[src/common/mem_mon_settings.svh]
`ifndef MEM_MON_SETTINGS_SVH
`define MEM_MON_SETTINGS_SVH

// depth and address width of the monitored memory
`define MM_NUMADDR 8192
`define MM_BITADDR 13

// user data word
`define MM_WIDTH 32

// number of user ports on each side
`define MM_NUMRDPT 2
`define MM_NUMWRPT 2

// cycles from a read request to its valid strobe
`define MM_READ_LAT 3

// width of the saturating error counter
`define MM_CNT_W 16

// byte address width of the register block
`define MM_APB_AW 8

`endif

[src/common/mem_mon_pkg.sv]
`default_nettype none

`include "mem_mon_settings.svh"

package mem_mon_pkg;

  typedef logic [`MM_BITADDR-1:0] addr_t;
  typedef logic [`MM_WIDTH-1:0] data_t;
  typedef logic [`MM_CNT_W-1:0] cnt_t;
  typedef logic [`MM_APB_AW-1:0] paddr_t;

  typedef struct packed {
    logic valid;
    addr_t addr;
    data_t data;
  } wr_port_t;

  typedef struct packed {
    logic valid;
    addr_t addr;
  } rd_req_t;

  typedef struct packed {
    logic vld;
    data_t dout;
  } rd_rsp_t;

  // one bit per error class, same layout as the STATUS register
  typedef struct packed {
    logic rd_range;
    logic wr_range;
    logic missing_vld;
    logic spurious_vld;
    logic data_mismatch;
  } err_flags_t;

  typedef struct packed {
    logic psel;
    logic penable;
    logic pwrite;
    paddr_t paddr;
    data_t pwdata;
  } apb_req_t;

  typedef struct packed {
    data_t prdata;
    logic pready;
    logic pslverr;
  } apb_rsp_t;

  typedef enum logic [1:0] {
    apb_idle,
    apb_setup,
    apb_access
  } apb_state_e;

endpackage

`default_nettype wire

[src/logic/addr_range_check.sv]
`timescale 1ns/10ps
`default_nettype none

`include "mem_mon_settings.svh"

module addr_range_check
  import mem_mon_pkg::*;
(
  input logic clk,
  input logic rst,
  input wr_port_t [`MM_NUMWRPT-1:0] wr,
  input rd_req_t [`MM_NUMRDPT-1:0] rd_req,
  output err_flags_t range_flags
);

  logic rd_bad;
  logic wr_bad;

  // any valid port whose address falls past the end of the memory
  always_comb begin
    rd_bad = 1'b0;
    for (int p = 0; p < `MM_NUMRDPT; p++) begin
      if (rd_req[p].valid && (32'(rd_req[p].addr) >= `MM_NUMADDR)) begin
        rd_bad = 1'b1;
      end
    end
  end

  always_comb begin
    wr_bad = 1'b0;
    for (int p = 0; p < `MM_NUMWRPT; p++) begin
      if (wr[p].valid && (32'(wr[p].addr) >= `MM_NUMADDR)) begin
        wr_bad = 1'b1;
      end
    end
  end

  always_ff @(posedge clk) begin
    if (rst) begin
      range_flags <= '0;
    end else begin
      range_flags <= '0;
      range_flags.rd_range <= rd_bad;
      range_flags.wr_range <= wr_bad;
    end
  end

  // the top level ORs this with the shadow checker, so foreign bits would alias
  a_range_bits_only: assert property (@(posedge clk) disable iff (rst)
    !(range_flags.missing_vld || range_flags.spurious_vld || range_flags.data_mismatch));

endmodule

`default_nettype wire

[src/shadow/shadow_data_check.sv]
`timescale 1ns/10ps
`default_nettype none

`include "mem_mon_settings.svh"

module shadow_data_check
  import mem_mon_pkg::*;
(
  input logic clk,
  input logic rst,
  input wr_port_t [`MM_NUMWRPT-1:0] wr,
  input rd_req_t [`MM_NUMRDPT-1:0] rd_req,
  input rd_rsp_t [`MM_NUMRDPT-1:0] rd_rsp,
  input addr_t sel_addr,
  output err_flags_t data_flags
);

  localparam int LAT = `MM_READ_LAT;

  addr_t trk_addr;
  logic shadow_vld;
  data_t shadow;

  logic [`MM_NUMWRPT-1:0] wr_hit;
  logic [`MM_NUMRDPT-1:0] rd_chk;

  // per read port, stage 0 is the youngest read
  logic [LAT-1:0] exp_pipe [`MM_NUMRDPT];
  logic [LAT-1:0] chk_pipe [`MM_NUMRDPT];
  data_t shd_pipe [`MM_NUMRDPT][LAT];

  logic miss_any;
  logic spur_any;
  logic mism_any;

  always_comb begin
    for (int p = 0; p < `MM_NUMWRPT; p++) begin
      wr_hit[p] = wr[p].valid && (wr[p].addr == trk_addr);
    end
  end

  // reads sample the shadow before this cycle's writes land
  always_comb begin
    for (int p = 0; p < `MM_NUMRDPT; p++) begin
      rd_chk[p] = rd_req[p].valid && (rd_req[p].addr == trk_addr) && shadow_vld;
    end
  end

  always_ff @(posedge clk) begin
    if (rst) begin
      trk_addr <= '0;
      shadow_vld <= 1'b0;
    end else if (sel_addr != trk_addr) begin
      trk_addr <= sel_addr;
      shadow_vld <= 1'b0;
    end else if (|wr_hit) begin
      shadow_vld <= 1'b1;
    end
  end

  // later ports override earlier ones, so port 1 wins a same-cycle collision
  always_ff @(posedge clk) begin
    for (int p = 0; p < `MM_NUMWRPT; p++) begin
      if (wr_hit[p]) begin
        shadow <= wr[p].data;
      end
    end
  end

  always_ff @(posedge clk) begin
    if (rst) begin
      for (int p = 0; p < `MM_NUMRDPT; p++) begin
        exp_pipe[p] <= '0;
        chk_pipe[p] <= '0;
      end
    end else begin
      for (int p = 0; p < `MM_NUMRDPT; p++) begin
        exp_pipe[p][0] <= rd_req[p].valid;
        chk_pipe[p][0] <= rd_chk[p];
        for (int k = 1; k < LAT; k++) begin
          exp_pipe[p][k] <= exp_pipe[p][k-1];
          chk_pipe[p][k] <= chk_pipe[p][k-1];
        end
      end
    end
  end

  always_ff @(posedge clk) begin
    for (int p = 0; p < `MM_NUMRDPT; p++) begin
      shd_pipe[p][0] <= shadow;
      for (int k = 1; k < LAT; k++) begin
        shd_pipe[p][k] <= shd_pipe[p][k-1];
      end
    end
  end

  // the last stage lines up with the strobe of a read issued LAT cycles ago
  always_comb begin
    miss_any = 1'b0;
    spur_any = 1'b0;
    mism_any = 1'b0;
    for (int p = 0; p < `MM_NUMRDPT; p++) begin
      if (exp_pipe[p][LAT-1] && !rd_rsp[p].vld) begin
        miss_any = 1'b1;
      end
      if (!exp_pipe[p][LAT-1] && rd_rsp[p].vld) begin
        spur_any = 1'b1;
      end
      if (chk_pipe[p][LAT-1] && rd_rsp[p].vld &&
          (rd_rsp[p].dout != shd_pipe[p][LAT-1])) begin
        mism_any = 1'b1;
      end
    end
  end

  always_ff @(posedge clk) begin
    if (rst) begin
      data_flags <= '0;
    end else begin
      data_flags <= '0;
      data_flags.missing_vld <= miss_any;
      data_flags.spurious_vld <= spur_any;
      data_flags.data_mismatch <= mism_any;
    end
  end

  // the register block refuses out-of-range selects
  a_sel_in_range: assert property (@(posedge clk) disable iff (rst)
    32'(sel_addr) < `MM_NUMADDR);

endmodule

`default_nettype wire

[src/logic/monitor_csr.sv]
`timescale 1ns/10ps
`default_nettype none

`include "mem_mon_settings.svh"

module monitor_csr
  import mem_mon_pkg::*;
(
  input logic clk,
  input logic rst,
  input err_flags_t flags,
  input apb_req_t apb_in,
  output apb_rsp_t apb_out,
  output addr_t sel_addr,
  output logic irq
);

  localparam paddr_t CTRL_ADDR = 'h00;
  localparam paddr_t SELECT_ADDR = 'h04;
  localparam paddr_t STATUS_ADDR = 'h08;
  localparam paddr_t COUNT_ADDR = 'h0C;
  localparam paddr_t FIRST_ADDR = 'h10;

  apb_state_e state;
  logic acc;
  logic wr_acc;
  logic mapped;
  logic sel_bad;

  logic chk_en;
  logic irq_en;
  err_flags_t flags_q;
  err_flags_t clr_mask;
  err_flags_t status;
  err_flags_t first;
  cnt_t count;
  logic hit;

  // tracks the phase of the previous cycle
  always_ff @(posedge clk) begin
    if (rst) begin
      state <= apb_idle;
    end else if (!apb_in.psel) begin
      state <= apb_idle;
    end else if (!apb_in.penable) begin
      state <= apb_setup;
    end else begin
      state <= apb_access;
    end
  end

  assign acc = apb_in.psel && apb_in.penable && (state == apb_setup);
  assign wr_acc = acc && apb_in.pwrite;
  assign sel_bad = apb_in.pwdata >= data_t'(`MM_NUMADDR);
  assign hit = (flags_q != '0);

  always_comb begin
    case (apb_in.paddr)
      CTRL_ADDR, SELECT_ADDR, STATUS_ADDR, COUNT_ADDR, FIRST_ADDR: mapped = 1'b1;
      default: mapped = 1'b0;
    endcase
  end

  always_comb begin
    apb_out = '0;
    apb_out.pready = apb_in.psel && apb_in.penable;
    if (acc) begin
      apb_out.pslverr = !mapped ||
                        (apb_in.pwrite && (apb_in.paddr == SELECT_ADDR) && sel_bad);
      if (!apb_in.pwrite) begin
        case (apb_in.paddr)
          CTRL_ADDR: apb_out.prdata = data_t'({irq_en, chk_en});
          SELECT_ADDR: apb_out.prdata = data_t'(sel_addr);
          STATUS_ADDR: apb_out.prdata = data_t'(status);
          COUNT_ADDR: apb_out.prdata = data_t'(count);
          FIRST_ADDR: apb_out.prdata = data_t'(first);
          default: apb_out.prdata = '0;
        endcase
      end
    end
  end

  always_ff @(posedge clk) begin
    if (rst) begin
      chk_en <= 1'b0;
      irq_en <= 1'b0;
      sel_addr <= '0;
    end else if (wr_acc) begin
      if (apb_in.paddr == CTRL_ADDR) begin
        chk_en <= apb_in.pwdata[0];
        irq_en <= apb_in.pwdata[1];
      end
      // a refused select keeps the old address
      if ((apb_in.paddr == SELECT_ADDR) && !sel_bad) begin
        sel_addr <= apb_in.pwdata[`MM_BITADDR-1:0];
      end
    end
  end

  assign clr_mask = (wr_acc && (apb_in.paddr == STATUS_ADDR)) ?
                    apb_in.pwdata[$bits(err_flags_t)-1:0] : '0;

  always_ff @(posedge clk) begin
    if (rst) begin
      flags_q <= '0;
      status <= '0;
      count <= '0;
      first <= '0;
      irq <= 1'b0;
    end else begin
      flags_q <= chk_en ? flags : '0;
      // a flag arriving with a clear stays set
      status <= (status & ~clr_mask) | flags_q;
      if (wr_acc && (apb_in.paddr == COUNT_ADDR)) begin
        count <= hit ? cnt_t'(1) : '0;
        first <= hit ? flags_q : '0;
      end else if (hit) begin
        if (count == '0) begin
          first <= flags_q;
        end
        if (count != '1) begin
          count <= count + cnt_t'(1);
        end
      end
      irq <= irq_en && (status != '0);
    end
  end

  a_penable_needs_psel: assert property (@(posedge clk) disable iff (rst)
    apb_in.penable |-> apb_in.psel);

  a_access_after_setup: assert property (@(posedge clk) disable iff (rst)
    (apb_in.psel && apb_in.penable) |-> (state == apb_setup));

endmodule

`default_nettype wire

[src/logic/mem_port_monitor.sv]
`timescale 1ns/10ps
`default_nettype none

`include "mem_mon_settings.svh"

module mem_port_monitor
  import mem_mon_pkg::*;
(
  input logic clk,
  input logic rst,
  input wr_port_t [`MM_NUMWRPT-1:0] wr,
  input rd_req_t [`MM_NUMRDPT-1:0] rd_req,
  input rd_rsp_t [`MM_NUMRDPT-1:0] rd_rsp,
  input apb_req_t apb_in,
  output apb_rsp_t apb_out,
  output logic irq
);

  err_flags_t range_flags;
  err_flags_t data_flags;
  err_flags_t all_flags;
  addr_t sel_addr;

  // the two checkers own disjoint bits of the flag word
  assign all_flags = range_flags | data_flags;

  addr_range_check addr_range_check_inst (
    .clk         (clk),
    .rst         (rst),
    .wr          (wr),
    .rd_req      (rd_req),
    .range_flags (range_flags)
  );

  shadow_data_check shadow_data_check_inst (
    .clk        (clk),
    .rst        (rst),
    .wr         (wr),
    .rd_req     (rd_req),
    .rd_rsp     (rd_rsp),
    .sel_addr   (sel_addr),
    .data_flags (data_flags)
  );

  monitor_csr monitor_csr_inst (
    .clk      (clk),
    .rst      (rst),
    .flags    (all_flags),
    .apb_in   (apb_in),
    .apb_out  (apb_out),
    .sel_addr (sel_addr),
    .irq      (irq)
  );

endmodule

`default_nettype wire

[config.mk]
export PLATFORM = sky130hd
export DESIGN_NAME = mem_port_monitor
export DESIGN_NICKNAME = d
export VERILOG_FILES = /design/src/common/mem_mon_pkg.sv /design/src/logic/addr_range_check.sv /design/src/shadow/shadow_data_check.sv /design/src/logic/monitor_csr.sv /design/src/logic/mem_port_monitor.sv
export VERILOG_INCLUDE_DIRS = /design/src /design/src/common
export SDC_FILE = /design/constraint.sdc
export NUM_CORES = 1
export LEC_CHECK = 0
export BUFFER_PORTS_ARGS = -buffer_cell sky130_fd_sc_hd__buf_2
export CAP_MARGIN = 10
export CORE_MARGIN = 2
export CORE_UTILIZATION = 46
export CTS_CLUSTER_DIAMETER = 100
export DETAILED_ROUTE_END_ITERATION = 8
export MAX_ROUTING_LAYER = met4
export PLACE_DENSITY_LB_ADDON = 0.25
export SLEW_MARGIN = 20
export SYNTH_ARGS = -nofsm -noshare
export SYNTH_HDL_FRONTEND = slang
export SYNTH_SLANG_ARGS = --single-unit
[constraint.sdc]
create_clock -name clk -period 2.3 [get_ports clk]
set_clock_uncertainty 0.05 [all_clocks]
set_input_delay 0.23 -clock clk [delete_from_list [all_inputs] [get_ports clk]]
set_output_delay 0.23 -clock clk [all_outputs]
set_load 0.01 [all_outputs]
==> metrics.txt <==
EDFF count, synth=32; Comb power frac=0.071; Cell Area, Synth=8000 um^2; Final Hold Vio Count=0; post-synthesis cell type count=50; critical-path cell list=dlygate4sd3_1 -> buf_2 -> and4b_2 -> nand2b_1 -> nor2_1 -> nand2_2 -> a21oi_1 -> buf_2; drt wl/cell=16.6 um; Clock Pin Slew Worst Setup and Hold Paths=0.06 ns; largest net degree at the start of global routing=34; htree depth=1; outcome=complete, no violations; Peak VDD IR=0.638 mV; critical path's top delay family=buffers and inverters; WP data required=2.02 ns; Net Switching=0.00159 W; cell count of the worst reg-to-reg path=5; GR Overflow Total=0; critical path fanouts, max=9; Cells after Synth=718; Area Overhead vs Synth=38.1%; Startpoint Class=primary input; routed vias/inst=4.96; post-synth top area cell=dfxtp_1; Total GRT Usage=0.235; flop2flop setup slack=0.15 ns; CP arrival=1.94 ns; Max Root-Sink Buffers=3; fraction of layout cells with a size suffix above 1=0.340; FF+latch count, synth=202; Final period util=0.965; max_slew headroom=0.623; final worst path period need=2.22 ns; reg2reg start=shadow_data_check_inst.trk_addr[9]; Leakage=4.61 nW; pwr/cell area=666 nW/um^2; gp weighted congestion=0.930; CTS tree=yes; DIE WIDTH=136 um; FP Rows=48; sequential standard cell area=4360 um^2; DRT iter0 DRCs=304; vias post-DR=6465; Post-Syn Area per Cell=11.1 um^2; clk sinks=202; hold path cells=4; clock latency at the later pin of the worst-skew pair=0.49 ns; Pins Over Slew Limit=0; share of the yosys chip area belonging to registers=0.546; Crit Path Class=in -> out; CP Capture Type=primary output; WHS Endpoint=shadow_data_check_inst.chk_pipe[0][0]; Die Y=136 um; switching share of power=0.216; CORE AREA=17200 um^2; async set or reset register ratio after synthesis=0; Top Ports=266; max cap viols=0; port bufs=249; overall power=0.00736 W; ys flop type=dfxtp_1; Slowest Stage Delay on Critical Path=0.53 ns; Worst path slowest cell=dlygate4sd3_1; hpwl dp=15300 um; Hold Startpoint=rd_req[8]; Fill cells=1391; drt first pass iters=4; sequential cell fraction of total power=0.488; clock power share=0.441; die area=18500 um^2; first-pass GRT wire length=32600 um; post-synth top area share=0.425; Reg-to-Reg End=shadow_data_check_inst.shadow[17]; number of remaining DRC errors=0; routed wire length=21600 um; multi-input logic area=3460 um^2; Detail Route Antenna Nets=0; synth warn=0; initial antenna violation count=3; Internal=0.00577 W; Final Net Count=1293; WP buf/inv=3; Final setup viols=0; vias in the first global route=6393; dominant cells by area after synthesis=dfxtp_1 43%, edfxtp_1 12%, xor2_1 8.4%; CTS root buf=clkbuf_16; Hold WS=0.0110 ns; Hold WC Path Type=in -> reg; initial core utilization=0.466; fmax=451 MHz; CTS Buf Count=21; Worst-Margin Slew=0.565 ns; CP most frequent cell=buf_2
-- power groups by stage --
stage / Combinational (W) / Clock (W) / Sequential (W)
2_1_floorplan: 0.000184 / 0 / 0.00367
3_3_place_gp: 0.000414 / 0 / 0.00367
3_5_place_dp: 0.000417 / 0 / 0.00367
4_1_cts: 0.000508 / 0.00332 / 0.00359
5_1_grt: 0.000566 / 0.00346 / 0.00359
6_report: 0.000520 / 0.00325 / 0.00359
-- metrics by stage --
| step | setup slack [ns] | area, um^2 | std cells | TNS [ns] | util |
|---|---|---|---|---|---|
| 6_report | 0.0806 | 11000 | 1303 | 0 | 0.643 |
| 5_1_grt | -0.0121 | 11000 | 1303 | -0.0121 | 0.643 |
| 3_3_place_gp | -0.0691 | 9650 | 1193 | -1.15 | 0.562 |
| 2_1_floorplan | 0.0420 | 8070 | 733 | 0 | - |
| 3_5_place_dp | -0.0912 | 9650 | 1193 | -1.48 | 0.562 |
| 4_1_cts | 0.00936 | 11000 | 1299 | 0 | 0.641 |
-- how the worst max path moves through the flow --
stage | from | to | slack [ns] | cells past startpoint
after detailed placement | apb_in[37] | monitor_csr_inst.sel_addr[12] | -0.09 | 7
after CTS | apb_in[41] | apb_out[4] | 0.009 | 8
after global placement | apb_in[37] | monitor_csr_inst.sel_addr[10] | -0.07 | 7
after global routing | apb_in[41] | apb_out[4] | -0.01 | 8
after floorplan | apb_in[37] | monitor_csr_inst.sel_addr[3] | 0.04 | 7
final | apb_in[41] | apb_out[4] | 0.08 | 8
-- sequential cells by signal, summed over array words and instances (netlist names), 5 cells and up --
signal	count
shadow_data_check_inst.exp_pipe	6
shadow_data_check_inst.trk_addr	13
shadow_data_check_inst.chk_pipe	6
monitor_csr_inst.status	5
shadow_data_check_inst.shadow	32
monitor_csr_inst.sel_addr	13
monitor_csr_inst.count	16
shadow_data_check_inst.shd_pipe	96
-- layout make-up --
class	count	share of cell area
Inverter	8	0.00272
Tap cell	225	0.0255
Timing Repair Buffer	351	0.202
Sequential cell	202	0.395
Antenna cell	3	0.000680
Clock inverter	12	0.00702
Clock buffer	26	0.0540
Multi-Input combinational cell	476	0.313
-- synth_stat cells (all sizes together), types with 2 or more instances --
cell type,n
dfxtp,170
or4,10
and3,3
a21oi,17
nand4,24
a221oi,3
nand2b,8
o31ai,4
nand2,18
a311oi,3
or3,7
xor2,77
nor2,51
nor2b,25
o21ai,6
nand3,11
clkbuf,27
mux2i,20
and2,9
a22oi,11
buf,20
inv,8
edfxtp,32
nor3b,2
xnor2,57
ha,2
nor4,34
mux2,34
nor3,8
o22ai,3
-- worst reg2reg max path, delay by kind of cell (launching register included) --
| kind | cells | cell delay [ns] |
|---|---|---|
| xor+xnor | 1 | 0.19 |
| buf+inv | 1 | 0.25 |
| flops | 1 | 0.49 |
| mux | 1 | 0.41 |
| simple gates | 2 | 0.50 |
-- layer usage --
| layer | up-vias | global-route usage | wire (um) |
|---|---|---|---|
| met5 | - | - | 0 |
| met1 | 3019 | 0.280 | 8820 |
| met3 | 40 | 0.0503 | 1500 |
| li1 | 3159 | - | - |
| met2 | 247 | 0.404 | 10800 |
| met4 | 0 | 0.0631 | 503 |
-- kinds of logic after synthesis --
| family | Yosys count | synth area share |
|---|---|---|
| buf+inv | 55 | 0.0346 |
| other cells | 1 | 0.000469 |
| mux | 54 | 0.0729 |
| compound gates | 55 | 0.0458 |
| flops | 202 | 0.546 |
| fa+ha+maj | 2 | 0.00313 |
| simple gates | 215 | 0.151 |
| xor+xnor | 134 | 0.147 |
-- cells in the final DEF, fill, tap and decap left out, drive strengths merged, types with 25 or more instances in the layout --
master       netlist  layout
clkbuf            27      26
buf               20     282
nor4              34      34
xnor2             57      57
xor2              77      77
nor2b             25      25
edfxtp            32      32
dfxtp            170     170
mux2              34      34
nor2              51      51
dlygate4sd3        0      69
-- what timing repair did --
action                                 in CTS  in global routing
hold buffers                               68                  1
setup endpoints to repair                  10                 18
pin swaps                                   0                  2
endpoints found under the hold margin      48                  1
gates resized for setup                     1                  6
buffers inserted                            0                  0
gates cloned                                0                  0
Power figures use the tool's default switching activity.
